$ cat src/source/ulpb_defs.svh
`ifndef ULPB_DEFS_SVH
`define ULPB_DEFS_SVH

// Idle to first bus clock edge, in CLK cycles
`define ULPB_START_CYCLES 12

// Message field widths
`define ULPB_ADDR_BITS 4
`define ULPB_DATA_BITS 8

// Address the receiving node answers to
`define ULPB_RX_ADDRESS 4'h5

// Entries in the receive message FIFO
`define ULPB_FIFO_DEPTH 4

`endif

$ cat src/source/ulpb_bus_pkg.sv
`default_nettype none

package ulpb_bus_pkg;

	typedef enum logic [2:0] {
		ctrl_idle,
		ctrl_wait_start,
		ctrl_arbitrate,
		ctrl_data,
		ctrl_control,
		ctrl_back_to_idle
	} ctrl_state_e;

	// Shared by the transmitting and the receiving node
	typedef enum logic [2:0] {
		node_idle,
		node_request,
		node_wait_arb,
		node_send,
		node_interject,
		node_control,
		node_done
	} node_state_e;

	typedef enum logic {
		bit_complete = 1'b0,
		bit_ack = 1'b1
	} ctrl_bit_e;

endpackage

`default_nettype wire

$ cat src/source/bus_ctrl.sv
`timescale 1ns/1ps
`default_nettype none

`include "ulpb_defs.svh"

module bus_ctrl (
	input logic CLK,
	input logic RESET,
	input logic din,
	output logic dout,
	output logic bus_clk
);

	localparam int CNT_W = $clog2(`ULPB_START_CYCLES);

	ulpb_bus_pkg::ctrl_state_e state, next_state;
	ulpb_bus_pkg::ctrl_bit_e cbit, next_cbit;
	logic [CNT_W-1:0] start_cnt, next_start_cnt;
	logic next_bus_clk;
	logic din_q;
	logic interjection;

	// Line is released only while bits are on the ring
	assign dout = (state == ulpb_bus_pkg::ctrl_data || state == ulpb_bus_pkg::ctrl_control)
		? din : 1'b1;

	// Data moving while the bus clock is high
	assign interjection = bus_clk && (din != din_q);

	always_comb
	begin
		next_state = state;
		next_cbit = cbit;
		next_start_cnt = start_cnt;
		next_bus_clk = bus_clk;
		case (state)
			ulpb_bus_pkg::ctrl_idle:
			begin
				next_bus_clk = 1'b1;
				next_start_cnt = CNT_W'(`ULPB_START_CYCLES - 1);
				if (!din)
					next_state = ulpb_bus_pkg::ctrl_wait_start;
			end
			ulpb_bus_pkg::ctrl_wait_start:
			begin
				if (start_cnt != '0)
					next_start_cnt = start_cnt - 1'b1;
				else
				begin
					next_state = ulpb_bus_pkg::ctrl_arbitrate;
					next_bus_clk = 1'b0;
				end
			end
			ulpb_bus_pkg::ctrl_arbitrate:
			begin
				next_bus_clk = ~bus_clk;
				if (bus_clk)
					next_state = ulpb_bus_pkg::ctrl_data;
			end
			ulpb_bus_pkg::ctrl_data:
			begin
				next_bus_clk = ~bus_clk;
				if (interjection)
				begin
					next_state = ulpb_bus_pkg::ctrl_control;
					next_cbit = ulpb_bus_pkg::bit_complete;
				end
			end
			ulpb_bus_pkg::ctrl_control:
			begin
				next_bus_clk = ~bus_clk;
				if (bus_clk)
				begin
					if (cbit == ulpb_bus_pkg::bit_ack)
						next_state = ulpb_bus_pkg::ctrl_back_to_idle;
					else
						next_cbit = ulpb_bus_pkg::bit_ack;
				end
			end
			// One more rising edge brings the nodes home
			ulpb_bus_pkg::ctrl_back_to_idle:
			begin
				next_bus_clk = 1'b1;
				next_state = ulpb_bus_pkg::ctrl_idle;
			end
			default:
			begin
				next_state = ulpb_bus_pkg::ctrl_idle;
			end
		endcase
	end

	always_ff @(posedge CLK or negedge RESET)
	begin
		if (!RESET)
		begin
			state <= ulpb_bus_pkg::ctrl_idle;
			cbit <= ulpb_bus_pkg::bit_complete;
			start_cnt <= CNT_W'(`ULPB_START_CYCLES - 1);
			bus_clk <= 1'b1;
			din_q <= 1'b1;
		end
		else
		begin
			state <= next_state;
			cbit <= next_cbit;
			start_cnt <= next_start_cnt;
			bus_clk <= next_bus_clk;
			din_q <= din;
		end
	end

endmodule

`default_nettype wire

$ cat config.mk
export PLATFORM = sky130hd
export DESIGN_NAME = bus_ctrl
export DESIGN_NICKNAME = d
export VERILOG_FILES = /design/src/source/ulpb_bus_pkg.sv /design/src/source/bus_ctrl.sv
export VERILOG_INCLUDE_DIRS = /design/src /design/src/source
export SDC_FILE = /design/constraint.sdc
export NUM_CORES = 1
export LEC_CHECK = 0
export BUFFER_PORTS_ARGS = -buffer_cell sky130_fd_sc_hd__buf_4
export CORE_AREA = 3 3 40 42
export DETAILED_ROUTE_END_ITERATION = 10
export DIE_AREA = 0 0 43 45
export PLACE_DENSITY = 0.63
export SLEW_MARGIN = 30
export SYNTH_ARGS = -nofsm -noshare
export SYNTH_HDL_FRONTEND = slang
export SYNTH_SLANG_ARGS = --single-unit
$ cat constraint.sdc
create_clock -name CLK -period 1.5 [get_ports CLK]
set_input_delay 0.15 -clock CLK [delete_from_list [all_inputs] [get_ports CLK]]
set_output_delay 0.15 -clock CLK [all_outputs]
set_load 0.02 [all_outputs]
==> impl_results.md <==
- Status: finished clean
- Sequential cell area: 258 um^2
- Tightest Hold Check Type: input pin to async pin
- Via count: 473
- Clock root buffer: clkbuf_4
- Pin slew with the least headroom to its limit: 0.228 ns
- GRT overflow: 0
- Post-synthesis register bit count: 10
- Synth Flop Type: dfstp_2
- Post-Synthesis Cells: 57
- Startpoint Class: flip-flop
- Routed vias/inst: 5.44
- IO Count: 5
- Synth top cells by count: 5 x dfrtp_1, 5 x dfstp_2, 4 x inv_1, 4 x o21ai_1
- Worst-path clk slew: 0.07 ns
- Placer Congestion: 0.737
- Layout cells sized above 1: 0.417
- Mapped cell area: 563 um^2
- Most area-consuming cells after synthesis: dfstp_2 23%, dfrtp_1 22%, ha_1 4.4%
- Layout Utilization: 0.583
- Crit path capture type: output pin
- Post-detail-place hpwl: 783 um
- Yosys Warn Count: 0
- CP Cell Sequence: buf_4 > a22oi_1 > or2_1 > buf_4
- Pre-antenna DRT Iters: 5
- Avg Inst Size Synth: 9.88 um^2
- Yosys cell types: 30
- Die ar.: 0.00194 mm^2
- Global Route Usage Sum: 0.142
- First-pass GRT wire length: 1970 um
- Area of the multi-input gates: 318 um^2
- Die Y-Extent: 45 um
- Fin Clk Skew: 0.00591 ns
- Largest net degree at the start of global routing: 12
- Critical-path top delay cell: dfrtp_2
- Crit-path max cell delay: 0.41 ns
- CTS tree: built
- Syn nets: 62
- Worst-Skew Late Latency: 0.27 ns
- Std-Cell Rows: 13
- Nets: 78
- Drt wl/cell: 12.9 um
- Share of the synthesized area in the top cell type: 0.233
- Final Cycle Share: 0.952
- Clock Sinks: 10
- Antenna Cells: 0
- Slew Viols, Final: 0
- CTS H-tree depth: 1
- VDD IR max: 0.000827 V
- Fmax: 0.700 GHz
- Leak Pwr: 0.319 nW
- CP required: 1.35 ns
- DRT iter0 DRCs: 6
- Die Wd: 43 um
- ANT nets after route: 0
- Worst setup path class: flip-flop to output pin
- Detailed Route WL: 1130 um
- Post-synth EDFFs: 0
- IO Port Bufs: 4
- Register area share after synthesis: 0.456
- Most common cell on crit path: buf_4
- Drt drc: 0
- Area of the core: 0.00128 mm^2
- Final std cells w/o fill: 87
- P&R area growth vs syn: 33.1%
- Number of global-route vias before repair: 438
- Fin. Hold Viols: 0
- Placed insts: 80
- TritonCTS Buffers: 3
- Asr flop ratio synth: 1.00
- Fillers: 120
- Initial core utilization: 0.438
- RSZ-0062 raised after global routing: no
- Worst Slack Setup Final: 0.0719 ns
- Total negative slack: 0 ns
- Max-cap violations: 0
- Slew margin rel.: 0.847
- DP Worst Slack: -0.00438 ns
- Area leader, netlist: dfstp_2
- Setup violators final: 0
- Bufs and invs on worst path: 2
- Crit-path max FO: 7
- Pwr Density: 1790 mW/mm^2
- Initial antenna violation count: 0
- Crit path max-delay family: flip-flops
- Crit path time final: 1.43 ns
- Worst Path Arrival: 1.28 ns
- Clk buf depth: 2
power by group:
| part | internal, mW | total [mW] | switching (mW) |
|---|---|---|---|
| logic | 0.341 | 0.666 | 0.325 |
| clock network | 0.103 | 0.201 | 0.0981 |
| registers | 0.392 | 0.475 | 0.0823 |
| total | 0.836 | 1.34 | 0.506 |
stage by stage:
| step | hold slack (ns) | total power, mW | area [um^2] |
|---|---|---|---|
| floorplan | -0.146 | 0.852 | 571 |
| global placement | -0.0131 | 1.04 | 658 |
| detailed placement | -0.0150 | 1.05 | 658 |
| CTS | 0.234 | 1.30 | 722 |
| global route | 0.232 | 1.45 | 749 |
| finish | 0.235 | 1.34 | 749 |
placed cells by master (no fill, tap or decap), types with 2 or more instances in the layout:
cell,instances
inv_1,2
o31a_1,2
a21oi_1,2
ha_4,2
inv_2,2
xor2_1,2
buf_4,11
a211oi_1,3
dfstp_2,5
nand2_1,3
clkbuf_4,3
o21ai_1,4
dlygate4sd3_1,2
a22oi_1,2
dfrtp_1,4
state kept, by name, indices dropped and copies added, names as in the netlist:
signal     flops
bus_clk        1
cbit           1
din_q          1
start_cnt      4
state          3
layer usage:
metal / global-route usage / routed length (um)
met1: 0.202 / 566
met3: 0.0239 / 34
met4: 0.108 / 31
met2: 0.192 / 493
met5: 0 / 0
final timing paths:
kind                                    from           end  slack, ns  cells after the start
worst max-delay path                state[2]          dout       0.07                      4
worst min-delay path                   RESET      state[2]       0.24                      2
worst max register to register  start_cnt[0]  start_cnt[1]       0.08                      6
worst min register to register      state[2]      state[1]       0.51                      1
max in group asynchronous              RESET  start_cnt[0]       1.04                      2
min in group CLK                    state[2]      state[1]       0.51                      1
timing repair:
| item | 4_1_cts | 5_1_grt |
|---|---|---|
| resized for setup | 2 | 7 |
| endpoints found under the hold margin | 11 | 0 |
| pin swaps | 2 | 4 |
| hold buffers | 2 | 0 |
| setup endpoints to repair | 1 | 4 |
| buffers inserted | 1 | 0 |
area by class of cell:
class / instances / area share
multi-input cells: 40 / 0.424
inverters: 4 / 0.0200
flip-flops and latches: 10 / 0.344
well taps: 15 / 0.0250
clock buffers: 4 / 0.0351
repair buffers: 14 / 0.152
logic make-up (layout without fill, tap and decap cells):
kind of cell / after synthesis / in the layout / share of synthesized area
AOI/OAI and AO/OA: 18 / 18 / 0.224
and+or+nand+nor: 17 / 17 / 0.176
DFF: 10 / 10 / 0.456
buffers and inverters: 7 / 22 / 0.0511
adders and majority gates: 2 / 2 / 0.0444
xor gates and xnor gates: 2 / 2 / 0.0311
muxes: 1 / 1 / 0.0178
Note: power is estimated with default switching activity, not from simulation.
