==> src/source/ulpb_defs.svh <==
`ifndef ULPB_DEFS_SVH
`define ULPB_DEFS_SVH

// Idle to first bus clock edge, in CLK cycles
`define ULPB_START_CYCLES 12

// Message field widths
`define ULPB_ADDR_BITS 4
`define ULPB_DATA_BITS 8

// Address the receiving node answers to
`define ULPB_RX_ADDRESS 4'h5

// Entries in the receive message FIFO
`define ULPB_FIFO_DEPTH 4

`endif

==> src/source/ulpb_bus_pkg.sv <==
`default_nettype none

package ulpb_bus_pkg;

	typedef enum logic [2:0] {
		ctrl_idle,
		ctrl_wait_start,
		ctrl_arbitrate,
		ctrl_data,
		ctrl_control,
		ctrl_back_to_idle
	} ctrl_state_e;

	// Shared by the transmitting and the receiving node
	typedef enum logic [2:0] {
		node_idle,
		node_request,
		node_wait_arb,
		node_send,
		node_interject,
		node_control,
		node_done
	} node_state_e;

	typedef enum logic {
		bit_complete = 1'b0,
		bit_ack = 1'b1
	} ctrl_bit_e;

endpackage

`default_nettype wire

==> src/source/ulpb_msg_pkg.sv <==
`default_nettype none

`include "ulpb_defs.svh"

package ulpb_msg_pkg;

	typedef logic [`ULPB_ADDR_BITS-1:0] addr_t;
	typedef logic [`ULPB_DATA_BITS-1:0] data_t;

	// Address sits in the upper bits, as sent on the wire
	typedef struct packed {
		addr_t addr;
		data_t data;
	} msg_t;

endpackage

`default_nettype wire

==> src/source/msg_if.sv <==
`timescale 1ns/1ps
`default_nettype none

interface msg_if;

	logic valid;
	ulpb_msg_pkg::msg_t msg;
	logic full;

	// Receiving node side
	modport rx (output valid, output msg, input full);

	// FIFO side
	modport fifo (input valid, input msg, output full);

endinterface

`default_nettype wire

==> src/source/bus_rx_node.sv <==
`timescale 1ns/1ps
`default_nettype none

`include "ulpb_defs.svh"

module bus_rx_node (
	input logic CLK,
	input logic RESET,
	input logic din,
	output logic dout,
	input logic bus_clk,
	msg_if.rx wr
);

	localparam int MSG_BITS = `ULPB_ADDR_BITS + `ULPB_DATA_BITS;

	ulpb_bus_pkg::node_state_e state;
	ulpb_bus_pkg::ctrl_bit_e cbit;
	logic [MSG_BITS-1:0] sr;
	logic [$clog2(MSG_BITS+1)-1:0] cnt;
	logic din_q;
	logic ack_en;

	// Pull low only in the acknowledge bit
	assign dout = (state == ulpb_bus_pkg::node_control && cbit == ulpb_bus_pkg::bit_ack
		&& ack_en) ? 1'b0 : din;

	assign wr.msg = ulpb_msg_pkg::msg_t'(sr);

	always_ff @(posedge CLK or negedge RESET)
	begin
		if (!RESET)
		begin
			state <= ulpb_bus_pkg::node_idle;
			cbit <= ulpb_bus_pkg::bit_complete;
			cnt <= '0;
			din_q <= 1'b1;
			ack_en <= 1'b0;
			wr.valid <= 1'b0;
		end
		else
		begin
			din_q <= din;
			wr.valid <= 1'b0;
			case (state)
				// First low half is the arbitration bit
				ulpb_bus_pkg::node_idle:
				begin
					if (!bus_clk)
						state <= ulpb_bus_pkg::node_wait_arb;
				end
				ulpb_bus_pkg::node_wait_arb:
				begin
					if (bus_clk)
					begin
						state <= ulpb_bus_pkg::node_send;
						cnt <= '0;
					end
				end
				// Bits on the wire
				ulpb_bus_pkg::node_send:
				begin
					if (bus_clk && din != din_q)
					begin
						state <= ulpb_bus_pkg::node_control;
						cbit <= ulpb_bus_pkg::bit_complete;
						ack_en <= (sr[MSG_BITS-1 -: `ULPB_ADDR_BITS] == `ULPB_RX_ADDRESS)
							&& !wr.full;
					end
					else if (!bus_clk && cnt != MSG_BITS)
						cnt <= cnt + 1'b1;
				end
				ulpb_bus_pkg::node_control:
				begin
					if (bus_clk)
					begin
						if (cbit == ulpb_bus_pkg::bit_ack)
							state <= ulpb_bus_pkg::node_done;
						else
						begin
							cbit <= ulpb_bus_pkg::bit_ack;
							wr.valid <= ack_en;
						end
					end
				end
				ulpb_bus_pkg::node_done:
				begin
					if (!bus_clk)
						state <= ulpb_bus_pkg::node_idle;
				end
				default:
				begin
					state <= ulpb_bus_pkg::node_idle;
				end
			endcase
		end
	end

	always_ff @(posedge CLK)
	begin
		if (state == ulpb_bus_pkg::node_send && !bus_clk && cnt != MSG_BITS)
			sr <= {sr[MSG_BITS-2:0], din};
	end

endmodule

`default_nettype wire

==> src/flat_wrapper.sv <==
// flat-port wrapper written by rule: the top's interface ports become plain ports
module bus_rx_node_flat 
  (CLK, RESET, din, dout, bus_clk, wr_valid, wr_msg, wr_full);
  msg_if wr_i ();
  input logic CLK;
  input logic RESET;
  input logic din;
  output logic dout;
  input logic bus_clk;
  output wire logic [$bits(wr_i.valid)-1:0] wr_valid;
  output wire logic [$bits(wr_i.msg)-1:0] wr_msg;
  input wire logic [$bits(wr_i.full)-1:0] wr_full;
  assign wr_valid = wr_i.valid;
  assign wr_msg = wr_i.msg;
  assign wr_i.full = wr_full;
  bus_rx_node u_core (.CLK(CLK), .RESET(RESET), .din(din), .dout(dout), .bus_clk(bus_clk), .wr(wr_i));
endmodule
==> config.mk <==
export PLATFORM = sky130hd
export DESIGN_NAME = bus_rx_node_flat
export DESIGN_NICKNAME = d
export VERILOG_FILES = /design/src/source/ulpb_bus_pkg.sv /design/src/source/ulpb_msg_pkg.sv /design/src/source/msg_if.sv /design/src/source/bus_rx_node.sv /design/src/flat_wrapper.sv
export VERILOG_INCLUDE_DIRS = /design/src /design/src/source
export SDC_FILE = /design/constraint.sdc
export NUM_CORES = 1
export LEC_CHECK = 0
export BUFFER_PORTS_ARGS = -buffer_cell sky130_fd_sc_hd__buf_2
export CAP_MARGIN = 10
export CORE_UTILIZATION = 45
export CTS_CLUSTER_DIAMETER = 30
export DETAILED_ROUTE_END_ITERATION = 10
export PLACE_DENSITY = 0.67
export SLEW_MARGIN = 0
export SYNTH_ARGS = -nofsm -noshare
export SYNTH_HDL_FRONTEND = slang
export SYNTH_SLANG_ARGS = --single-unit
==> constraint.sdc <==
create_clock -name CLK -period 2.2 [get_ports CLK]
set_input_delay 0.55 -clock CLK [delete_from_list [all_inputs] [get_ports CLK]]
set_output_delay 0.55 -clock CLK [all_outputs]
set_load 0.1 [all_outputs]
==> results.py <==
metrics = {
    "outcome": {
        "outcome": "finished, final reports clean",
    },
    "cts": {
        "cts.sinks": 23,
        "cts.repair.resized": 0,
        "post_cts_buffers": 0,
        "clk_latency_ns": 0.31,
        "cts.path.max_buffers": 2,
        "cts_made_buffers": 3,
        "clkTransAtPathRegs_ns": 0.13,
        "cts-root-buf": "clkbuf_4",
        "cts_tree": "yes",
        "htreeDepth": 1,
        "ctsHoldBuffers": 0,
    },
    "global_routing": {
        "grt_max_degree": 15,
        "antenna_found_initial": 0,
        "grt_pass1_vias": 656,
        "grt_pass1_wl_mm": 3.08,
        "grt_usage_pct": 17.3,
        "grt_overflow_total": 0,
    },
    "drt": {
        "ant_nets": 0,
        "route.detailed.drc": 0,
        "drtPass1Iterations": 4,
        "wl_per_cell_um": 14.1,
        "drtIter0Drc": 16,
        "vias_per_cell": 5.63,
        "vias": 721,
        "drt_wl_total_mm": 1.80,
    },
    "power_and_ir_drop": {
        "design_power_total_w": 0.00154,
        "p_int_w": 0.000813,
        "ir_drop_v": 0.000776,
        "power_leakage_nw": 0.469,
        "pwr-share-seq_pct": 43.5,
        "pwr-share-clk_pct": 12.6,
        "switching_share_pct": 47.1,
        "switching_power_w": 0.000724,
        "pwr-share-comb_pct": 43.9,
        "power.density_nw_per_um2": 1320,
    },
    "sta": {
        "slew_viol_final": 0,
        "max_slew_margin_pct": 67.8,
        "finalSetupViolations": 0,
        "timing.final.crit_share_pct": 95.9,
        "hold_viol": 0,
        "fin_skew_ns": 0.00356,
        "rsz0062_at_grt": "no",
        "setup_tns_ns": 0,
        "tightest_slew_ns": 0.486,
        "clock.fmax_ghz": 0.474,
        "period_minus_slack_ns": 2.11,
    },
    "synth": {
        "yosysWarnings": 0,
        "yosysTopAreaCell": "edfxtp_1",
        "yosysSeqAreaShare_pct": 63.9,
        "syn_inst": 79,
        "synth-edff-count": 12,
        "synth_area_leaders": "edfxtp_1 36%, dfrtp_1 25%, a21oi_1 3.0%, dfstp_2 2.6%, nand2_1 2.6%",
        "synth_top_area_share_pct": 36.2,
        "synth_nets": 86,
        "synth-async-reset-ratio_pct": 47.8,
        "synth_cell_types": 32,
        "synth_seq_cells": 23,
        "synthFlopType": "edfxtp_1",
        "syn-cell-area_um2": 996,
        "synth.avg_cell_area_um2": 12.6,
    },
    "floorplanning": {
        "ioPinCount": 19,
        "die_w_um": 49.0,
        "initial_core_util_pct": 49.3,
        "die_area_um2": 2410,
        "die_h_um": 49.0,
        "num_rows": 16,
        "coreArea_um2": 2020,
    },
    "finish": {
        "final_common_cell": "buf_2",
        "drive_above_1_share_pct": 28.7,
        "antenna_cells": 0,
        "area_delta_synth_final_pct": 16.5,
        "fin_nets": 109,
        "multi_input_area_um2": 335,
        "layout_common_cells": "17 x buf_2, 12 x edfxtp_1, 9 x dfrtp_1, 7 x nand2_1, 6 x a21oi_1",
        "regArea_um2": 638,
        "fillers": 178,
    },
    "placed_design": {
        "gp_congestion": 0.853,
        "port_buffers": 18,
        "hpwl_mm": 1.35,
    },
    "worst_setup_path": {
        "cp_max_fo": 9,
        "end_kind": "output pin",
        "cp.required_ns": 1.65,
        "path_class": "reg2out",
        "arrival_ns": 1.56,
        "start_kind": "flip-flop",
    },
    "hold_path": {
        "hp-class": "in2async",
    },
    "flow_run": {
        "maxCapViolations": 0,
    },
}
## power groups by stage
stage | clock network, W | registers [W] | logic [W]
4_1_cts | 0.000205 | 0.000666 | 0.000677
2_1_floorplan | 0 | 0.000954 | 0.000256
3_5_place_dp | 0 | 0.000675 | 0.000678
3_3_place_gp | 0 | 0.000667 | 0.000667
5_1_grt | 0.000217 | 0.000690 | 0.000730
6_report | 0.000194 | 0.000668 | 0.000675
## flip-flops by register name, indices dropped and copies added, names as in the netlist
signal and flops:
u_core.wr.msg 12, u_core.cnt 4, u_core.state 3, u_core.ack_en 1, u_core.cbit 1, u_core.din_q 1
u_core.wr.valid 1
## path summary, 6_finish.rpt
path                                        from                 to  slack, ns  cells after the start
worst max-delay path             u_core.state[1]               dout       0.09                      4
worst min-delay path                       RESET    u_core.wr.valid       0.08                      1
worst max register to register     u_core.cnt[0]  u_core.wr.msg[10]       0.39                      5
worst min register to register  u_core.wr.msg[3]   u_core.wr.msg[4]       0.46                      0
max in group asynchronous                  RESET       u_core.din_q       1.86                      1
min in group CLK                             din       u_core.din_q       0.36                      1
## cell families (layout without fill, tap and decap cells)
logic type | Yosys count | in the layout | share of synthesized area (%)
and+or+nand+nor | 24 | 24 | 14.1
muxes | 2 | 2 | 2.26
adders and majority gates | 2 | 2 | 2.51
buffers and inverters | 6 | 28 | 2.39
AOI/OAI and AO/OA | 21 | 21 | 13.9
xor gates and xnor gates | 1 | 1 | 0.880
DFF | 23 | 23 | 63.9
## layout make-up
class | instances | area share (%)
sequential | 23 | 55.0
timing repair buffer | 20 | 9.28
inverter | 4 | 1.29
clock inverter | 1 | 0.647
clock buffer | 3 | 1.94
tap | 27 | 2.91
multi-input combinational | 50 | 28.9
## worst max-delay path, stage by stage (launching register included)
cell and delay (ns):
dfrtp_1 0.48, nor2b_1 0.22, nand2_1 0.10, o21a_1 0.18, clkbuf_4 0.27
## metrics by stage
stage | util, % | cell area, um^2 | setup WS [ns] | hold WS, ns | instances
finish | 57.4 | 1160 | 0.0895 | 0.0832 | 128
global route | 57.4 | 1160 | 0.00960 | 0.0866 | 128
CTS | 57.2 | 1160 | 0.0202 | 0.0783 | 128
detailed placement | 55.7 | 1130 | 0.387 | 0.432 | 124
global placement | 55.7 | 1130 | 0.409 | 0.424 | 124
floorplan | - | 996 | 0.239 | 0.254 | 79
## cells in the mapped netlist, types with 2 or more instances
library cell	count
a21oi_1	6
a311oi_1	2
dfrtp_1	10
edfxtp_1	12
ha_1	2
inv_1	4
mux2_2	2
nand2_1	7
nand4_1	4
nor2_1	2
nor3_1	2
o21ai_0	5
o311ai_0	2
## layer usage
metal | vias up | wire, um | global-route usage, %
met3 | 2 | 85 | 3.12
met2 | 24 | 867 | 27.1
li1 | 347 | - | -
met1 | 348 | 837 | 22.6
met5 | - | 0 | 0
met4 | 0 | 12 | 9.80
Power figures use the tool's default switching activity.
