**src/source/ulpb_defs.svh**
```systemverilog
`ifndef ULPB_DEFS_SVH
`define ULPB_DEFS_SVH

// Idle to first bus clock edge, in CLK cycles
`define ULPB_START_CYCLES 12

// Message field widths
`define ULPB_ADDR_BITS 4
`define ULPB_DATA_BITS 8

// Address the receiving node answers to
`define ULPB_RX_ADDRESS 4'h5

// Entries in the receive message FIFO
`define ULPB_FIFO_DEPTH 4

`endif

```
**src/source/ulpb_msg_pkg.sv**
```systemverilog
`default_nettype none

`include "ulpb_defs.svh"

package ulpb_msg_pkg;

	typedef logic [`ULPB_ADDR_BITS-1:0] addr_t;
	typedef logic [`ULPB_DATA_BITS-1:0] data_t;

	// Address sits in the upper bits, as sent on the wire
	typedef struct packed {
		addr_t addr;
		data_t data;
	} msg_t;

endpackage

`default_nettype wire

```
**src/source/msg_if.sv**
```systemverilog
`timescale 1ns/1ps
`default_nettype none

interface msg_if;

	logic valid;
	ulpb_msg_pkg::msg_t msg;
	logic full;

	// Receiving node side
	modport rx (output valid, output msg, input full);

	// FIFO side
	modport fifo (input valid, input msg, output full);

endinterface

`default_nettype wire

```
**src/source/msg_fifo.sv**
```systemverilog
`timescale 1ns/1ps
`default_nettype none

`include "ulpb_defs.svh"

module msg_fifo #(
	parameter int DEPTH = `ULPB_FIFO_DEPTH
) (
	input logic CLK,
	input logic RESET,
	msg_if.fifo wr,
	output logic rx_req,
	input logic rx_ack,
	output ulpb_msg_pkg::addr_t rx_addr,
	output ulpb_msg_pkg::data_t rx_data
);

	localparam int PTR_W = $clog2(DEPTH);

	ulpb_msg_pkg::msg_t mem [DEPTH];
	logic [PTR_W-1:0] wptr, rptr;
	logic [$clog2(DEPTH+1)-1:0] count;
	logic ack_q;
	logic push, pop;

	assign wr.full = (count == DEPTH);
	assign push = wr.valid && !wr.full;
	// Pop on the rising edge of the host acknowledge
	assign pop = rx_req && rx_ack && !ack_q;

	assign rx_addr = mem[rptr].addr;
	assign rx_data = mem[rptr].data;

	always_ff @(posedge CLK or negedge RESET)
	begin
		if (!RESET)
		begin
			wptr <= '0;
			rptr <= '0;
			count <= '0;
			ack_q <= 1'b0;
			rx_req <= 1'b0;
		end
		else
		begin
			ack_q <= rx_ack;
			if (push)
				wptr <= (wptr == PTR_W'(DEPTH - 1)) ? '0 : wptr + 1'b1;
			if (pop)
			begin
				rptr <= (rptr == PTR_W'(DEPTH - 1)) ? '0 : rptr + 1'b1;
				rx_req <= 1'b0;
			end
			else if (!rx_req && !rx_ack && !ack_q && count != '0)
				rx_req <= 1'b1;
			count <= count + push - pop;
		end
	end

	always_ff @(posedge CLK)
	begin
		if (push)
			mem[wptr] <= wr.msg;
	end

endmodule

`default_nettype wire

```
**src/flat_wrapper.sv**
```systemverilog
// flat-port wrapper written by rule: the top's interface ports become plain ports
module msg_fifo_flat 
#(
	parameter int DEPTH = `ULPB_FIFO_DEPTH
)
  (CLK, RESET, rx_req, rx_ack, rx_addr, rx_data, wr_valid, wr_msg, wr_full);
  msg_if wr_i ();
  input logic CLK;
  input logic RESET;
  output logic rx_req;
  input logic rx_ack;
  output ulpb_msg_pkg::addr_t rx_addr;
  output ulpb_msg_pkg::data_t rx_data;
  input wire logic [$bits(wr_i.valid)-1:0] wr_valid;
  input wire logic [$bits(wr_i.msg)-1:0] wr_msg;
  output wire logic [$bits(wr_i.full)-1:0] wr_full;
  assign wr_i.valid = wr_valid;
  assign wr_i.msg = wr_msg;
  assign wr_full = wr_i.full;
  msg_fifo #(.DEPTH(DEPTH)) u_core (.CLK(CLK), .RESET(RESET), .wr(wr_i), .rx_req(rx_req), .rx_ack(rx_ack), .rx_addr(rx_addr), .rx_data(rx_data));
endmodule
```
**config.mk**
```make
export PLATFORM = sky130hd
export DESIGN_NAME = msg_fifo_flat
export DESIGN_NICKNAME = d
export VERILOG_FILES = /design/src/source/ulpb_msg_pkg.sv /design/src/source/msg_if.sv /design/src/source/msg_fifo.sv /design/src/flat_wrapper.sv
export VERILOG_INCLUDE_DIRS = /design/src /design/src/source
export SDC_FILE = /design/constraint.sdc
export NUM_CORES = 1
export LEC_CHECK = 0
export BUFFER_PORTS_ARGS = -buffer_cell sky130_fd_sc_hd__buf_2
export CAP_MARGIN = 15
export CORE_MARGIN = 2
export CORE_UTILIZATION = 56
export CTS_CLUSTER_SIZE = 24
export DETAILED_ROUTE_END_ITERATION = 6
export GPL_ROUTABILITY_DRIVEN = 0
export PLACE_DENSITY = 0.78
export SLEW_MARGIN = 20
export SYNTH_ARGS = -nofsm -noshare
export SYNTH_HDL_FRONTEND = slang
export SYNTH_SLANG_ARGS = --single-unit
export TNS_END_PERCENT = 50
```
**constraint.sdc**
```tcl
create_clock -name CLK -period 2.45 [get_ports CLK]
set_input_delay 0.3675 -clock CLK [delete_from_list [all_inputs] [get_ports CLK]]
set_output_delay 0.3675 -clock CLK [all_outputs]
set_load 0.02 [all_outputs]
```
==> metrics, run 1 <==
Die W=67.79 µm; Max Buffers Root-to-Sink=2; top-area cell type share of the netlist area=63.26%; Yosys cell types=25; Sw Pwr=0.001022 W; Syn Inst Count=110; Met1 Wirelength=1564 µm; DR iter-0 viols=50; Max-Cap Viols=0; RSZ-0062 raised after global routing=false; Worst-Skew Late Latency=0.32 ns; setup tns final=0 ns; largest net degree at the start of global routing=15; worst-path cell chain=buf_4 > mux4_2 > buf_2; grt ovf=0; I/O Buffers=29; switching portion of total power=31.48%; clock slew at reported path FFs=0.06 ns; Clk pwr share=24.0%; PwrDens=1224 nW/µm²; final hold viol count=0; syn nets=133; Critical Path AT=1.79 ns; Max Slew Vio Count=0; Worst Max-Slew Pin Slew=0.6177 ns; Clock Tree Root=clkbuf_8; I/O Pins=30; register area share after synthesis=73.15%; remaining antenna violation count=0; most common cell after layout, fill and taps aside=edfxtp_1; DRC Markers=0; CP max stage cell=mux4_2; Worst setup EP type=output pin; die height=67.79 µm; final setup fails=0; P_leak=0.9925 nW; fillers=268; H-tree Lvls=3; diode count=0; Hold WS=0.1783 ns; Critical Path RT=2.08 ns; Hold WC Path Type=input port to flip-flop; type of origin of the critical path=flip-flop; Clock Sinks=57; first-pass GRT wire length=5899 µm; most frequent cells in the layout=edfxtp_1, buf_2, mux4_2, clkbuf_8, dfrtp_1; Overall Global Routing Usage=19.37%; Die Area=4595 µm²; vias in the first global route=1177; postcts setup bufs=0; status=finished, final reports clean; Clock Skew=0.002972 ns; Flop pwr share=45.1%; fin util=66.82%; combinational share of power=31.0%; Inserted Clock Buffers=9; crit-path max cell delay=0.54 ns; Post-Syn Area=2278 µm²; Final min period=2.155 ns; vias=1142; Post-layout nets=172; Synth Warn #=0; Slew headroom=58.82%; area grow syn2layout=16.47%; Std-Cell Rows=23; core area=3971 µm²; total wire length=3646 µm; cell taking the most area after synthesis=edfxtp_1; maximum VDD drop=0.0005949 V; WL met2=1804 µm; register bit total from synthesis=57; Routed WL per cell=17.87 µm; Critical Path Fanout Max=12; vias per std cell=5.598; DR top layer=met4; CTS tree=built; initial antenna violation count=0; met3 wire length=220 µm; 1st-pass router iterations=4; critical path class=flip-flop to output pin; Final HPWL DP=2373 µm; share of cells above drive strength 1=40.26%; synth top area cells=edfxtp_1, mux4_2, dfrtp_1; Internal=0.002225 W; initial core utilization=57.37%; final period utilization=87.96%; Peak Freq=0.4640 GHz; Mapped Avg Cell Area=20.71 µm²
==> area by class of cell <==
class	count	area, µm²	share of cell area (%)
flip-flops and latches	57	1667	62.80
multi-input cells	45	565.5	21.31
repair buffers	31	162.7	6.129
clock buffers	11	131.4	4.950
well taps	50	62.56	2.357
clock inverters	5	46.29	1.744
inverters	5	18.77	0.7072
==> kinds of logic (layout without fill, tap and decap cells) <==
logic type	after synthesis	in the layout	synth area share, %
simple gates	19	19	5.931
buf+inv	8	52	2.032
compound gates	2	2	0.7141
xor+xnor	3	3	1.153
flops	57	57	73.15
fa+ha+maj	7	7	4.173
mux	14	14	12.85
==> synthesized netlist by cell type <==
master / number
a211o_1: 1
and2_2: 1
and3_2: 4
and4bb_2: 1
buf_2: 1
buf_6: 2
dfrtp_1: 9
edfxtp_1: 48
fa_1: 1
ha_1: 6
inv_1: 5
mux2_2: 2
mux4_2: 12
nand2_1: 1
nand2b_1: 1
nand3b_1: 1
nand4bb_1: 1
nor2_1: 2
nor2b_1: 3
nor3_1: 1
nor3b_1: 1
nor4_1: 1
o211ai_1: 1
or3b_4: 1
xnor2_1: 3
==> metal layers <==
metal / vias to the layer above / GRT usage, %
met4: 0 / 9.750
met3: 5 / 6.667
met5: - / 0
met2: 39 / 30.27
li1: 516 / -
met1: 582 / 24.23
==> stage by stage <==
step | worst slack, ns | power [W] | cell area, µm² | cells
after floorplan | 0.6592 | 0.002222 | 2278 | 110
after global placement | 0.6148 | 0.002456 | 2466 | 187
after detailed placement | 0.5566 | 0.002499 | 2466 | 187
after CTS | 0.2485 | 0.003281 | 2654 | 204
after global routing | 0.1728 | 0.003424 | 2654 | 204
final | 0.2949 | 0.003247 | 2654 | 204
==> path summary, 6_finish.rpt <==
kind                                            startpoint                    endpoint  cells past startpoint  slack, ns
max in group asynchronous                            RESET  u_core.rptr[0]$_DFFE_PN0P_                      2       1.82
worst min-delay path                                rx_ack      u_core.ack_q$_DFF_PN0_                      1       0.18
worst max-delay path            u_core.rptr[0]$_DFFE_PN0P_                  rx_data[2]                      3       0.29
worst min register to register  u_core.wptr[1]$_DFFE_PN0P_  u_core.wptr[1]$_DFFE_PN0P_                      2       0.61
worst max register to register   u_core.count[1]$_DFF_PN0_   u_core.count[2]$_DFF_PN0_                      7       0.54
min in group asynchronous                            RESET   u_core.rx_req$_DFFE_PN0P_                      2       0.44
==> critical path: cells and delay by family (launching register included) <==
| family | cells | cell delay [ns] |
|---|---|---|
| buffers and inverters | 2 | 0.47 |
| DFF | 1 | 0.46 |
| muxes | 1 | 0.54 |
==> power by group through the flow <==
stage	combinational, W	clock, W	sequential, W
final	0.00101	0.000778	0.00146
after global routing	0.00109	0.000834	0.00150
after CTS	0.00102	0.000791	0.00147
after detailed placement	0.00101	0	0.00149
after global placement	0.000992	0	0.00146
after floorplan	0.000819	0	0.00140
==> registers in the layout, summed over array words and instances (netlist names) <==
signal and flops:
u_core.mem 48, u_core.ack_q 1, u_core.wptr 2, u_core.count 3
u_core.rx_req 1, u_core.rptr 2
==> what timing repair did <==
action / CTS / global route
resized for setup: 0 / 0
hold buffers: 1 / 0
endpoints found under the hold margin: 9 / 0
Note: power is estimated with default switching activity, not from simulation.
==> inputs of run 2 (changes only) <==
Settings changed: CORE_MARGIN 2 to default, SETUP_SLACK_MARGIN from default to 0.05.
==> run 2 against run 1 <==
Net effect: register-to-register slack lost 0.02 ns; sequential share of layout area is 0.51 points higher; cell count down 0.98%; non-clock buffer count up 1; first-iteration DRC count increased by 12%; clock power fell by 12%; hold slack got worse by 0.013 ns; clock skew grew 0.0013 ns.
==> metrics, run 2 (same netlist as run 1, synthesis figures left out) <==
diode count=0 (unchanged); Max Buffers Root-to-Sink=2 (unchanged); total power=0.003174 W (-2.3%); Worst Max-Slew Pin Slew=0.6651 ns (+0.04735 ns); vias per std cell=5.723 (+2.2%); Max Slew Vio Count=0 (unchanged); H-tree Lvls=3 (unchanged); DR iter-0 viols=56 (+12%); setup tns final=0 ns (unchanged); Clock Sinks=57 (unchanged); Resize count post-CTS=0 (unchanged); Critical Path AT=1.70 ns (-0.09 ns); Clock Skew=0.004265 ns (+0.001293 ns); largest net degree at the start of global routing=15 (unchanged); Hold WC Path Type=input port to flip-flop; final setup fails=0 (unchanged); most common cell after layout, fill and taps aside=edfxtp_1; I/O Buffers=29 (unchanged); Std-Cell Rows=22 (-4.3%); Critical Path RT=2.08 ns (about the same); 1st-pass router iterations=5 (+1); Sequential Area=1667 µm² (unchanged); Die W=65.79 µm (-3.0%); maximum VDD drop=0.0007213 V (+21%); Critical Path Fanout Max=14 (+2); Clock Tree Root=clkbuf_8; biggest regs=u_core.mem: 48 flops, u_core.count: 3 flops; Worst setup EP type=output pin; Final Instance Area=2633 µm² (-0.80%); die height=65.79 µm (-3.0%); Multi-input gate area=565.5 µm² (unchanged); first-pass GRT wire length=5878 µm (-0.36%); non-filler cells, final=202 (-0.98%); RSZ-0062 raised after global routing=false; Die Area=4328 µm² (-5.8%); Max-Cap Viols=0 (unchanged); Overall Global Routing Usage=20.47% (+1.1 points); Placed Area=2471 µm² (+0.20%); share of cells above drive strength 1=40.91% (+0.65 points); initial core utilization=60.42% (+3.0 points); type of origin of the critical path=flip-flop; Peak Freq=0.4840 GHz (+4.3%); vias=1156 (+1.2%); clock slew at reported path FFs=0.06 ns (about the same); postcts setup bufs=0 (unchanged); max FFs per register=48 (unchanged); final hold viol count=0 (unchanged); Worst-Skew Late Latency=0.33 ns (about the same); remaining antenna violation count=0 (unchanged); Inserted Clock Buffers=9 (unchanged); final period utilization=84.32% (-3.6 points); Post-layout nets=173 (+0.58%); Routed WL per cell=17.93 µm (+0.30%); status=finished, final reports clean; core area=3771 µm² (-5.0%); placed insts=186 (-0.53%); I/O Pins=30 (unchanged); Top reg by flops=u_core.mem; Final min period=2.066 ns (-0.08912 ns); fillers=232 (-13%); total wire length=3621 µm (-0.69%); PwrDens=1206 nW/µm² (-1.5%); initial antenna violation count=0 (unchanged); Slew headroom=55.66% (-3.2 points); vias in the first global route=1199 (+1.9%); critical path class=flip-flop to output pin; DRC Markers=0 (unchanged); P_leak=0.9822 nW (-1.0%); hold_buf cts=1 (unchanged); CTS tree=built; grt ovf=0 (unchanged); area grow syn2layout=15.54%; Final HPWL DP=2330 µm (-1.8%); most frequent cells in the layout=edfxtp_1, buf_2, mux4_2, clkbuf_8, dfrtp_1
[run 2: changes by cell type in the layout (fill, tap and decap cells not counted)]
cell / previous run / this run
clkinvlp_4: 0 / 1
buf_4: 1 / 2
bufinv_16: 1 / 0
clkbuf_1: 2 / 1
[run 2: worst paths after layout]
check,end,startpoint,depth (start not counted),slack (ns)
max in group asynchronous,u_core.rx_req$_DFFE_PN0P_,RESET,2,1.86
worst min-delay path,u_core.ack_q$_DFF_PN0_,rx_ack,1,0.17
worst min register to register,u_core.rx_req$_DFFE_PN0P_,u_core.ack_q$_DFF_PN0_,2,0.60
worst max register to register,u_core.count[2]$_DFF_PN0_,u_core.count[1]$_DFF_PN0_,7,0.52
worst max-delay path,rx_addr[2],u_core.rptr[1]$_DFFE_PN0P_,2,0.38
min in group asynchronous,u_core.wptr[1]$_DFFE_PN0P_,RESET,2,0.41
[run 2: metrics by stage]
step | util (%) | setup slack, ns | hold WS [ns]
finish | 69.81 | 0.3841 | 0.1654
global route | 69.81 | 0.3510 | 0.1556
CTS | 69.81 | 0.3901 | 0.1496
detailed placement | 65.53 | 0.5148 | 0.2289
global placement | 65.53 | 0.6217 | 0.2248
floorplan | - | 0.6592 | 0.07191
[run 2: worst max-delay path: stages (launching register included)]
cell     delay, ns
dfrtp_1       0.77
mux4_2        0.42
buf_2         0.18
[run 2: per-layer routing]
| metal | track usage [%] | wire, µm | vias up |
|---|---|---|---|
| met2 | 31.12 | 1879 | 36 |
| met5 | 0 | 0 | - |
| met4 | 12.23 | 67 | 0 |
| met1 | 25.43 | 1499 | 595 |
| met3 | 6.897 | 176 | 8 |
| li1 | - | - | 517 |
[run 2: final cells by class]
| cell class | count | area share [%] |
|---|---|---|
| Sequential cell | 57 | 63.31 |
| Multi-Input combinational cell | 45 | 21.48 |
| Timing Repair Buffer | 32 | 6.464 |
| Clock buffer | 10 | 4.848 |
| Tap cell | 48 | 2.281 |
| Clock inverter | 5 | 0.9030 |
| Inverter | 5 | 0.7129 |
[run 2: report_power, final]
part / internal (W) / switching, W
Sequential: 0.00129 / 0.000160
Clock: 0.000348 / 0.000337
Combinational: 0.000488 / 0.000547
