### src/source/ulpb_defs.svh
`ifndef ULPB_DEFS_SVH
`define ULPB_DEFS_SVH

// Idle to first bus clock edge, in CLK cycles
`define ULPB_START_CYCLES 12

// Message field widths
`define ULPB_ADDR_BITS 4
`define ULPB_DATA_BITS 8

// Address the receiving node answers to
`define ULPB_RX_ADDRESS 4'h5

// Entries in the receive message FIFO
`define ULPB_FIFO_DEPTH 4

`endif

### src/source/ulpb_bus_pkg.sv
`default_nettype none

package ulpb_bus_pkg;

	typedef enum logic [2:0] {
		ctrl_idle,
		ctrl_wait_start,
		ctrl_arbitrate,
		ctrl_data,
		ctrl_control,
		ctrl_back_to_idle
	} ctrl_state_e;

	// Shared by the transmitting and the receiving node
	typedef enum logic [2:0] {
		node_idle,
		node_request,
		node_wait_arb,
		node_send,
		node_interject,
		node_control,
		node_done
	} node_state_e;

	typedef enum logic {
		bit_complete = 1'b0,
		bit_ack = 1'b1
	} ctrl_bit_e;

endpackage

`default_nettype wire

### src/source/ulpb_msg_pkg.sv
`default_nettype none

`include "ulpb_defs.svh"

package ulpb_msg_pkg;

	typedef logic [`ULPB_ADDR_BITS-1:0] addr_t;
	typedef logic [`ULPB_DATA_BITS-1:0] data_t;

	// Address sits in the upper bits, as sent on the wire
	typedef struct packed {
		addr_t addr;
		data_t data;
	} msg_t;

endpackage

`default_nettype wire

### src/source/bus_tx_node.sv
`timescale 1ns/1ps
`default_nettype none

`include "ulpb_defs.svh"

module bus_tx_node (
	input logic CLK,
	input logic RESET,
	input logic din,
	output logic dout,
	input logic bus_clk,
	input logic tx_req,
	input ulpb_msg_pkg::addr_t tx_addr,
	input ulpb_msg_pkg::data_t tx_data,
	output logic tx_ack,
	output logic tx_acked
);

	localparam int MSG_BITS = `ULPB_ADDR_BITS + `ULPB_DATA_BITS;

	ulpb_bus_pkg::node_state_e state;
	ulpb_bus_pkg::ctrl_bit_e cbit;
	logic [MSG_BITS-1:0] sr;
	logic [$clog2(MSG_BITS)-1:0] cnt;
	logic tog;

	always_comb
	begin
		case (state)
			ulpb_bus_pkg::node_request,
			ulpb_bus_pkg::node_wait_arb: dout = 1'b0;
			ulpb_bus_pkg::node_send: dout = sr[MSG_BITS-1];
			ulpb_bus_pkg::node_interject: dout = sr[MSG_BITS-1] ^ tog;
			ulpb_bus_pkg::node_control,
			ulpb_bus_pkg::node_done: dout = 1'b1;
			default: dout = din;
		endcase
	end

	assign tx_ack = (state == ulpb_bus_pkg::node_done);

	// bus_clk high means the next edge is a falling one, low means rising
	always_ff @(posedge CLK or negedge RESET)
	begin
		if (!RESET)
		begin
			state <= ulpb_bus_pkg::node_idle;
			cbit <= ulpb_bus_pkg::bit_complete;
			cnt <= '0;
			tog <= 1'b0;
			tx_acked <= 1'b0;
		end
		else
		begin
			case (state)
				ulpb_bus_pkg::node_idle:
				begin
					if (tx_req)
					begin
						state <= ulpb_bus_pkg::node_request;
						cnt <= '0;
					end
				end
				ulpb_bus_pkg::node_request:
				begin
					if (!bus_clk)
						state <= ulpb_bus_pkg::node_wait_arb;
				end
				ulpb_bus_pkg::node_wait_arb:
				begin
					if (bus_clk)
						state <= ulpb_bus_pkg::node_send;
				end
				ulpb_bus_pkg::node_send:
				begin
					if (bus_clk)
					begin
						if (cnt == MSG_BITS - 1)
						begin
							state <= ulpb_bus_pkg::node_interject;
							tog <= 1'b0;
						end
						else
							cnt <= cnt + 1'b1;
					end
				end
				// Flip the line at the rising edge so it moves within the high half
				ulpb_bus_pkg::node_interject:
				begin
					if (!bus_clk)
						tog <= 1'b1;
					else if (tog)
					begin
						state <= ulpb_bus_pkg::node_control;
						cbit <= ulpb_bus_pkg::bit_complete;
					end
				end
				ulpb_bus_pkg::node_control:
				begin
					if (bus_clk)
						cbit <= ulpb_bus_pkg::bit_ack;
					else if (cbit == ulpb_bus_pkg::bit_ack)
					begin
						// Receiver pulls low to acknowledge
						tx_acked <= ~din;
						state <= ulpb_bus_pkg::node_done;
					end
				end
				ulpb_bus_pkg::node_done:
				begin
					if (!tx_req)
						state <= ulpb_bus_pkg::node_idle;
				end
				default:
				begin
					state <= ulpb_bus_pkg::node_idle;
				end
			endcase
		end
	end

	// Message shift register
	always_ff @(posedge CLK)
	begin
		if (state == ulpb_bus_pkg::node_idle && tx_req)
			sr <= {tx_addr, tx_data};
		else if (state == ulpb_bus_pkg::node_send && bus_clk && cnt != MSG_BITS - 1)
			sr <= {sr[MSG_BITS-2:0], 1'b0};
	end

endmodule

`default_nettype wire

### config.mk
export PLATFORM = sky130hd
export DESIGN_NAME = bus_tx_node
export DESIGN_NICKNAME = d
export VERILOG_FILES = /design/src/source/ulpb_bus_pkg.sv /design/src/source/ulpb_msg_pkg.sv /design/src/source/bus_tx_node.sv
export VERILOG_INCLUDE_DIRS = /design/src /design/src/source
export SDC_FILE = /design/constraint.sdc
export NUM_CORES = 1
export LEC_CHECK = 0
export BUFFER_PORTS_ARGS = -buffer_cell sky130_fd_sc_hd__buf_2
export CORE_ASPECT_RATIO = 1.25
export CORE_MARGIN = 5
export CORE_UTILIZATION = 45
export DETAILED_ROUTE_END_ITERATION = 10
export GPL_TIMING_DRIVEN = 0
export PLACE_DENSITY_LB_ADDON = 0.15
export SYNTH_ARGS = -nofsm -noshare
export SYNTH_HDL_FRONTEND = slang
export SYNTH_SLANG_ARGS = --single-unit
### constraint.sdc
create_clock -name CLK -period 3.6 [get_ports CLK]
set_input_delay 0.36 -clock CLK [delete_from_list [all_inputs] [get_ports CLK]]
set_output_delay 0.36 -clock CLK [all_outputs]
set_load 0.01 [all_outputs]
==> flow_summary.json, run 1 <==
{
  "post-route-period-util_pct": 56.64,
  "ys_warn_count": 0,
  "fillers": 237,
  "antenna_found_initial": 0,
  "wirelength_um": 2158,
  "ioPinCount": 20,
  "diodes": 0,
  "cts_resized": 0,
  "min_path_type": "in -> reg",
  "cts_sinks": 22,
  "cts_tree": "yes",
  "via_count": 843,
  "num_rows": 20,
  "avgSynthCellArea_um2": 12.29,
  "finalSetupTns_ps": 0,
  "layout-drive-gt1-share_pct": 32.77,
  "cts_buffer_depth": 2,
  "grt_max_degree": 13,
  "firstDrtPassIters": 4,
  "synth_cell_types": 38,
  "globalRouteOverflowTotal": 0,
  "hold_viol": 0,
  "crit_fanout": 12,
  "rsz0062_at_grt": "false",
  "drc": 0,
  "clock_latency_ps": 320,
  "yosys-mux-area-fraction_pct": 14.47,
  "synth-compound-area-share_pct": 11.68,
  "synth.ff_latch_count": 22,
  "pwr-share-seq_pct": 44.0,
  "path_cells": "ha_1, and3b_1, nor3_2, a21oi_1, inv_1",
  "cpPeakStageDelay_ps": 440,
  "maxCapViolCount": 0,
  "gp_congestion": 0.7840,
  "endpoint_kind": "register",
  "root_buffer": "clkbuf_4",
  "die_h_um": 66.95,
  "cts-buffers-inserted": 3,
  "max_slew_margin_pct": 69.68,
  "outcome": "finished, final reports clean",
  "finalSetupViolations": 0,
  "synth_cells": 95,
  "grt_first_pass_wirelength_um": 3877,
  "p_int_uw": 613.9,
  "gr-usage-all-layers_pct": 13.49,
  "vdd_ir_drop_max_v": 0.0004356,
  "finalMaxSlewViolations": 0,
  "cts.htree.levels": 1,
  "synth_seq_area_share_pct": 52.30,
  "cp_slowest_cell": "dfrtp_1",
  "switching_share_pct": 36.56,
  "crit_type": "reg -> reg",
  "hpwlAfterDp_um": 1619,
  "drt-initial-drc-count": 11,
  "die_w_um": 55.56,
  "antenna_left": 0,
  "power_density_mw_per_mm2": 722.2,
  "synth_adder_area_share_pct": 1.072,
  "synth_fp_nets": 113,
  "grt_pass1_vias": 865,
  "worst_pin_slew_ps": 454.4,
  "synth_xor_area_share_pct": 0.7503,
  "holdWs_ps": 242.5,
  "yosys.area_share.simple_pct": 14.58,
  "syn_area_mm2": 0.001167,
  "crit_required_ps": 3580,
  "routed_via_density": 5.546,
  "port_buffers": 19,
  "core_area_mm2": 0.002452,
  "period_minus_slack_ps": 2039,
  "cp-start-kind": "register",
  "wl_per_cell_um": 14.20,
  "synth_top_family_by_area": "simple AND/OR/NAND/NOR gates",
  "area_growth_syn_to_layout_pct": 14.79,
  "power_switching_uw": 353.8,
  "arrival_ps": 2010,
  "skew_ps": 7.615,
  "initial_core_util_pct": 47.60,
  "dieArea_mm2": 0.003719,
  "clockPowerShare_pct": 12.1,
  "nNetsFinal": 138,
  "fmax_mhz": 490.4,
  "power_leakage_nw": 0.5992,
  "power_frac_comb_pct": 43.9,
  "clk_pin_slew_ps": 120
}
## sequential cells by signal, summed over array words and instances, names as in the netlist
register and flops:
tx_acked 1, tog 1, cbit 1, sr 12, state 3, cnt 4
## placed cells by master (no fill, tap or decap), types with 3 or more instances in the layout
cell,Yosys,final
buf_2,0,19
edfxtp_1,12,12
dfrtp_1,10,10
nand2_1,8,8
mux2_1,7,7
nor2_1,6,6
inv_1,4,4
mux2_2,4,4
a21oi_1,4,4
buf_6,3,3
o21ai_0,3,3
mux2i_1,3,3
clkbuf_4,0,3
## worst max-delay path: cells and delay by family, from the launching register on
kind	cells	cell delay, ps
and+or+nand+nor	2	540
DFF	1	440
buffers and inverters	1	370
adders and majority gates	1	220
AOI/OAI and AO/OA	1	120
## cells by family after synthesis
logic type                 count (synthesis)
xor gates and xnor gates                   1
muxes                                     15
adders and majority gates                  1
AOI/OAI and AO/OA                         18
DFF                                       22
buffers and inverters                      9
and+or+nand+nor                           29
## through the flow
step | utilization (%) | total power, mW | std cells | cell area (um2) | setup WS, ps
after global placement | 53.16 | 0.8461 | 147 | 1304 | 1599
after CTS | 54.64 | 0.9770 | 152 | 1340 | 1559
after floorplan | - | 0.7537 | 95 | 1167 | 1848
after global routing | 54.64 | 1.045 | 152 | 1340 | 1434
after detailed placement | 53.16 | 0.8598 | 147 | 1304 | 1593
final | 54.64 | 0.9677 | 152 | 1340 | 1561
## cells in the mapped netlist
library cell | count | share of area [%]
o21ai_2 | 1 | 0.75
dfrtp_1 | 10 | 21
a22oi_1 | 1 | 0.64
nor3_2 | 1 | 0.86
a31o_4 | 1 | 1.5
a211oi_1 | 2 | 1.3
o211a_1 | 1 | 0.86
buf_4 | 1 | 0.64
a31o_1 | 1 | 0.75
inv_1 | 4 | 1.3
nor2b_2 | 1 | 0.75
or2b_1 | 1 | 0.64
o21ai_0 | 3 | 1.3
xor2_1 | 1 | 0.75
nand3_1 | 2 | 0.86
nor2_1 | 6 | 1.9
or3_1 | 1 | 0.54
nand3b_1 | 1 | 0.64
a21oi_1 | 4 | 1.7
nand2_1 | 8 | 2.6
mux2_1 | 7 | 6.8
and3_1 | 2 | 1.1
a2bb2oi_1 | 1 | 0.75
nand4_1 | 2 | 1.1
and3b_1 | 1 | 0.75
mux2i_1 | 3 | 2.6
edfxtp_1 | 12 | 31
o22ai_1 | 1 | 0.54
mux2_4 | 1 | 1.3
o41ai_1 | 1 | 0.75
nand3b_2 | 1 | 0.96
a32o_1 | 1 | 0.86
nor3_4 | 1 | 1.4
ha_1 | 1 | 1.1
nand2_2 | 1 | 0.54
mux2_2 | 4 | 3.9
inv_2 | 1 | 0.32
buf_6 | 3 | 2.9
## final timing paths
path                       startpoint       end  slack, ps  depth (start not counted)
min                               din  tx_acked        240                          2
max reg2reg                    cnt[0]     sr[8]       1560                          5
min reg2reg                    cnt[3]    cnt[3]        480                          1
min in group asynchronous       RESET  state[2]        420                          2
max in group asynchronous       RESET    cnt[3]       2980                          2
max                            cnt[0]     sr[8]       1560                          5
## power by group through the flow
stage / combinational (mW) / clock (mW) / sequential, mW
5_1_grt: 0.476 / 0.132 / 0.437
3_5_place_dp: 0.428 / 0 / 0.432
2_1_floorplan: 0.331 / 0 / 0.422
3_3_place_gp: 0.416 / 0 / 0.430
6_report: 0.425 / 0.117 / 0.426
4_1_cts: 0.430 / 0.121 / 0.426
## timing repair
item | in CTS | in global routing
buffers inserted | 0 | 0
endpoints found under the hold margin | 10 | 0
hold buffers | 1 | 0
## layer usage
layer	part of all wire [%]	track usage, %	routed length, um
met1	44	15.15	942
met2	46	23.08	994
met3	6.7	3.295	145
met4	3.4	8.207	74
met5	0	0	0
## area by class of cell
cell class / instances / area, um2 / share of cell area (%)
inverters: 5 / 18.77 / 1.401
multi-input cells: 64 / 496.7 / 37.07
clock inverters: 1 / 3.754 / 0.2801
plain buffers: 4 / 41.29 / 3.081
repair buffers: 20 / 105.1 / 7.843
flip-flops and latches: 22 / 610.6 / 45.56
clock buffers: 3 / 22.52 / 1.681
well taps: 33 / 41.29 / 3.081
Note: power is estimated with default switching activity, not from simulation.
==> run 2, diff against run 1 <==
--- a/config.mk
+++ b/config.mk
@@ -6,6 +6,7 @@
 export SDC_FILE = /design/constraint.sdc
 export NUM_CORES = 1
 export LEC_CHECK = 0
+export ABC_AREA = 1
 export BUFFER_PORTS_ARGS = -buffer_cell sky130_fd_sc_hd__buf_2
 export CORE_ASPECT_RATIO = 1.25
 export CORE_MARGIN = 5
==> constraint.sdc (replaced) <==
create_clock -name CLK -period 1.75 [get_ports CLK]
set_input_delay 0.175 -clock CLK [delete_from_list [all_inputs] [get_ports CLK]]
set_output_delay 0.175 -clock CLK [all_outputs]
set_load 0.01 [all_outputs]
==> run 2 against run 1 <==
Cell count increased by 36%; critical path type is now reg -> out; utilization up 2.4 points; largest cell class unchanged; wire length grew 5.2%; design area rose by 5.4%.
==> flow_summary.json, run 2 <==
{
  "outcome": "finished, final reports clean",
  "dp_slack_ps": 173.0,
  "grt_first_pass_wirelength_um": 3822,
  "cp-start-kind": "register",
  "synth_seq_area_share_pct": 51.69,
  "startpoint": "state[0]",
  "globalRouteOverflowTotal": 0,
  "clk_pin_slew_ps": 120,
  "drt-initial-drc-count": 31,
  "crit_required_ps": 1570,
  "gp_congestion": 0.7317,
  "final_common_cell": "nand2_1",
  "synth_cell_types": 28,
  "finalSetupViolations": 0,
  "timing.critical_path.mode_cell": "nand2_1",
  "cts.htree.levels": 1,
  "largest-register": "sr",
  "via_count": 988,
  "hold_viol": 0,
  "clock_latency_ps": 300,
  "core_area_mm2": 0.002477,
  "antenna_found_initial": 0,
  "antenna_left": 0,
  "ys.flop_type": "edfxtp_1",
  "hpwlAfterDp_um": 1667,
  "synth_top_area_share_pct": 30.51,
  "layout_setup_ws_ps": 113.6,
  "crit_family": "flip-flops",
  "area_growth_syn_to_layout_pct": 19.60,
  "layout-drive-gt1-share_pct": 26.01,
  "port_buffers": 19,
  "grt_pass1_vias": 942,
  "ys_warn_count": 0,
  "finalMaxSlewViolations": 0,
  "cts_sinks": 22,
  "endpoint_kind": "output pin",
  "worst_pin_slew_ps": 313.2,
  "firstDrtPassIters": 5,
  "worst-path-buf-inv": 2,
  "largestRegisters": "sr x12, cnt x4, state x3",
  "avgSynthCellArea_um2": 8.260,
  "skew_ps": 7.853,
  "vdd_ir_drop_max_v": 0.0008984,
  "reg2reg_from": "state[1]",
  "cts-buffers-inserted": 3,
  "synth_area_leaders": "edfxtp_1 (31%), dfrtp_1 (21%), nand2_1 (19%), nand3_1 (5.1%), nor2_1 (3.8%)",
  "syn_area_mm2": 0.001181,
  "synth.ff_latch_count": 22,
  "finalSetupTns_ps": 0,
  "gr-usage-all-layers_pct": 13.03,
  "diodes": 0,
  "period_minus_slack_ps": 1636,
  "synth_cells": 143,
  "wl_per_cell_um": 11.02,
  "cpPeakStageDelay_ps": 430,
  "crit_fanout": 4,
  "nNetsFinal": 192,
  "crit_type": "reg -> out",
  "root_buffer": "clkbuf_4",
  "path_cells": "nand2_1, nor2_4, inv_2, nand2_1, nand2_1, a21oi_1, buf_2",
  "power_density_mw_per_mm2": 1592,
  "maxCapViolCount": 0,
  "fmax_mhz": 611.1,
  "synth_most_common_cell": "nand2_1",
  "power_leakage_nw": 0.6977,
  "dieArea_mm2": 0.003756,
  "cts_tree": "yes",
  "ioPinCount": 20,
  "synth_fp_nets": 161,
  "initial_core_util_pct": 47.68,
  "async_flop_share_pct": 45.45,
  "min_from": "din",
  "min_path_type": "in -> reg",
  "max_slew_margin_pct": 79.04,
  "die_w_um": 55.83,
  "fillers": 244,
  "post-route-period-util_pct": 93.51,
  "synth_top_area_cell": "edfxtp_1",
  "cp_slowest_cell": "dfrtp_2",
  "synth_edf_count": 12,
  "routed_via_density": 4.796,
  "num_rows": 20,
  "synth_common_cells": "nand2_1 (60), edfxtp_1 (12), nand3_1 (12), nor2_1 (12), dfrtp_1 (10)",
  "grt_max_degree": 19,
  "die_h_um": 67.28,
  "wirelength_um": 2270,
  "drc": 0,
  "largest_register_ffs": 12,
  "arrival_ps": 1460,
  "layout_common_cells": "nand2_1 (60), buf_2 (20), nor2_1 (12), edfxtp_1 (12), nand3_1 (11)",
  "cts_buffer_depth": 2
}
[run 2: cells by family after synthesis]
family	count (synthesis)	synth area share (%)
AND/OR/NAND/NOR	95	35.91
flip-flops	22	51.70
buffers and inverters	14	5.508
AO/OA/AOI/OAI	10	5.086
XOR/XNOR	1	0.7417
adder cells (fa/ha/maj)	1	1.059
[run 2: layer usage]
metal | track usage (%) | part of all wire [%] | vias up
met5 | 0 | 0 | -
met4 | 7.122 | 0.79 | 0
met3 | 3.059 | 5.4 | 2
met2 | 24.11 | 52 | 24
met1 | 13.79 | 42 | 440
li1 | - | - | 522
[run 2: through the flow]
step                hold WS (ps)  util [%]  total power, mW  instances  instance area (um2)
finish                     56.32     57.02            2.249        206                 1413
global route               34.90     57.02            2.454        206                 1413
CTS                        44.18     55.25            2.164        201                 1369
detailed placement         51.89     53.18            1.891        195                 1318
global placement           49.60     53.18            1.851        195                 1318
floorplan                 -120.6         -            1.647        143                 1181
[run 2: path summary, 6_finish.rpt]
check,to,slack [ps],depth (start not counted)
max,dout,110,7
min,tx_acked,60,2
max reg2reg,sr[6],210,6
min reg2reg,tog,490,2
max in group asynchronous,state[0],1310,2
min in group asynchronous,cnt[0],240,2
[run 2: layout make-up]
| class | instances | area (um2) | share of cell area [%] |
|---|---|---|---|
| Buffer | 3 | 23.77 | 1.683 |
| Clock buffer | 4 | 26.28 | 1.860 |
| Inverter | 11 | 41.29 | 2.923 |
| Multi-Input combinational cell | 107 | 515.5 | 36.49 |
| Sequential cell | 22 | 614.3 | 43.49 |
| Tap cell | 33 | 41.29 | 2.923 |
| Timing Repair Buffer | 26 | 150.1 | 10.63 |
[run 2: what timing repair did]
action,in CTS,in global routing
pin swaps,0,2
gates resized for setup,3,2
hold buffers,1,0
setup endpoints to repair,1,1
hold endpoints to repair,10,0
buffers inserted,1,5
[run 2: power by group]
| group | leakage, nW | switching [mW] | internal (mW) | total [mW] |
|---|---|---|---|---|
| registers | 0.236 | 0.118 | 0.812 | 0.930 |
| logic | 0.447 | 0.646 | 0.436 | 1.08 |
| clock network | 0.0150 | 0.148 | 0.0888 | 0.237 |
[run 2: worst reg2reg max path: cells and delay by family, from the launching register on]
| kind | cells | cell delay (ps) |
|---|---|---|
| flops | 1 | 460 |
| simple gates | 4 | 480 |
| buf+inv | 2 | 380 |
==> run 3, diff against run 2 <==
--- a/config.mk
+++ b/config.mk
@@ -8,9 +8,11 @@
 export LEC_CHECK = 0
 export ABC_AREA = 1
 export BUFFER_PORTS_ARGS = -buffer_cell sky130_fd_sc_hd__buf_2
+export CELL_PAD_IN_SITES_DETAIL_PLACEMENT = 0
+export CELL_PAD_IN_SITES_GLOBAL_PLACEMENT = 1
 export CORE_ASPECT_RATIO = 1.25
 export CORE_MARGIN = 5
-export CORE_UTILIZATION = 45
+export CORE_UTILIZATION = 36
 export DETAILED_ROUTE_END_ITERATION = 10
 export GPL_TIMING_DRIVEN = 0
 export PLACE_DENSITY_LB_ADDON = 0.15
==> run 3 against run 2 <==
Combinational power about the same; utilization down 12 points; sequential share of layout area down 0.39 points; cell count up 1.5%; design area up 0.71%; clock power up 33%; global-route usage down 1.6 points; largest power group unchanged.
==> flow_summary.json, run 3 (same netlist as run 2, synthesis figures left out) <==
{
  "antenna_found_initial": 0,
  "ioPinCount": 20,
  "finalMaxSlewViolations": 0,
  "fin_cells": 209,
  "gr-usage-all-layers_pct": 11.40,
  "period_minus_slack_ps": 1635,
  "grt_max_degree": 19,
  "cts_tree": "yes",
  "power_leakage_nw": 0.7013,
  "max_slew_margin_pct": 78.66,
  "grt_pass1_vias": 933,
  "num_rows": 23,
  "clock_latency_ps": 260,
  "finalInstanceArea_mm2": 0.001423,
  "layout_common_cells": "nand2_1 (60), buf_2 (20), nor2_1 (12), nand3_1 (12), edfxtp_1 (12)",
  "cts-buffers-inserted": 3,
  "dp_slack_ps": 157.5,
  "maxCapViolCount": 0,
  "min_path_type": "in -> reg",
  "drt-initial-drc-count": 26,
  "firstDrtPassIters": 4,
  "root_buffer": "clkbuf_8",
  "cts.htree.levels": 1,
  "layout-drive-gt1-share_pct": 24.42,
  "whs_path_depth": 2,
  "finalSetupTns_ps": 0,
  "rsz0062_at_grt": "false",
  "min_from": "din",
  "core_area_mm2": 0.003194,
  "cts_sinks": 22,
  "largestRegisters": "sr x12, cnt x4, state x3",
  "grt_first_pass_wirelength_um": 3877,
  "drc": 0,
  "place_area_mm2": 0.001323,
  "via_count": 977,
  "reg2regPathDepth": 7,
  "final_common_cell": "nand2_1",
  "fmax_mhz": 611.7,
  "hold_viol": 0,
  "worst_pin_slew_ps": 318.9,
  "area_growth_syn_to_layout_pct": 20.44,
  "crit_type": "reg -> out",
  "crit_fanout": 5,
  "cp-start-kind": "register",
  "hpwlAfterDp_um": 1822,
  "dieArea_mm2": 0.004533,
  "die_h_um": 74.04,
  "power_density_mw_per_mm2": 1613,
  "min_to": "tx_acked",
  "antenna_left": 0,
  "diodes": 0,
  "wirelength_um": 2376,
  "layout_setup_ws_ps": 115.1,
  "dp.cells": 199,
  "port_buffers": 19,
  "vdd_ir_drop_max_v": 0.0006840,
  "cts_buffer_depth": 2,
  "arrival_ps": 1460,
  "skew_ps": 2.048,
  "crit_required_ps": 1570,
  "clk_pin_slew_ps": 70,
  "reg2reg_from": "state[0]",
  "globalRouteOverflowTotal": 0,
  "largest_register_ffs": 12,
  "post-route-period-util_pct": 93.42,
  "reg2reg_to": "cnt[0]",
  "initial_core_util_pct": 36.98,
  "routed_via_density": 4.675,
  "wl_per_cell_um": 11.37,
  "nNetsFinal": 191,
  "outcome": "finished, final reports clean",
  "die_w_um": 61.23,
  "reg2reg_slack_ps": 250,
  "gp_congestion": 0.8930,
  "endpoint_kind": "output pin",
  "largest-register": "sr",
  "holdWs_ps": 105.0,
  "finalSetupViolations": 0
}
-- run 3: routing by layer --
metal  track usage (%)  vias up  routed length [um]
li1                  -      520                   -
met1             12.45      424                1002
met2             20.00       24                1155
met3             1.910        9                 133
met4             6.988        0                  83
met5                 0        -                   0
-- run 3: metrics by stage --
step / utilization (%) / power [mW]
finish: 44.54 / 2.295
global route: 44.54 / 2.502
CTS: 43.36 / 2.244
detailed placement: 41.40 / 1.902
global placement: 41.40 / 1.874
floorplan: - / 1.647
-- run 3: worst max-delay path by stage --
stage                        start  endpoint
after detailed placement  state[0]     sr[1]
after global routing      state[0]      dout
after CTS                 state[1]      dout
after floorplan           state[0]     sr[1]
final                     state[0]      dout
after global placement    state[1]     sr[6]
-- run 3: layout make-up --
cell class              count  area (um2)
inverters                  11       41.29
well taps                  37       46.29
clock buffers               4       45.04
multi-input cells         107       510.5
plain buffers               3       23.77
flip-flops and latches     22       613.1
fillers                   338        1772
repair buffers             25       142.6
-- run 3: repair_timing --
item                                    4_1_cts  5_1_grt
resized for setup                             3        0
pin swaps                                     0        1
buffers inserted                              0        5
endpoints found under the setup margin        1        1
gates cloned                                  0        0
endpoints found under the hold margin        10        0
hold buffers                                  1        0
-- run 3: critical path, stage by stage, from the launching register on --
cell and delay, ps:
dfrtp_2 410, nand2_1 140, nor2_4 200, inv_2 80, nand2_1 70, nand2_1 50
a21oi_1 120, buf_2 140
-- run 3: report_power, final --
group	switching [mW]	internal, mW
Sequential	0.114	0.813
Clock	0.153	0.162
Combinational	0.636	0.416
Total	0.904	1.39
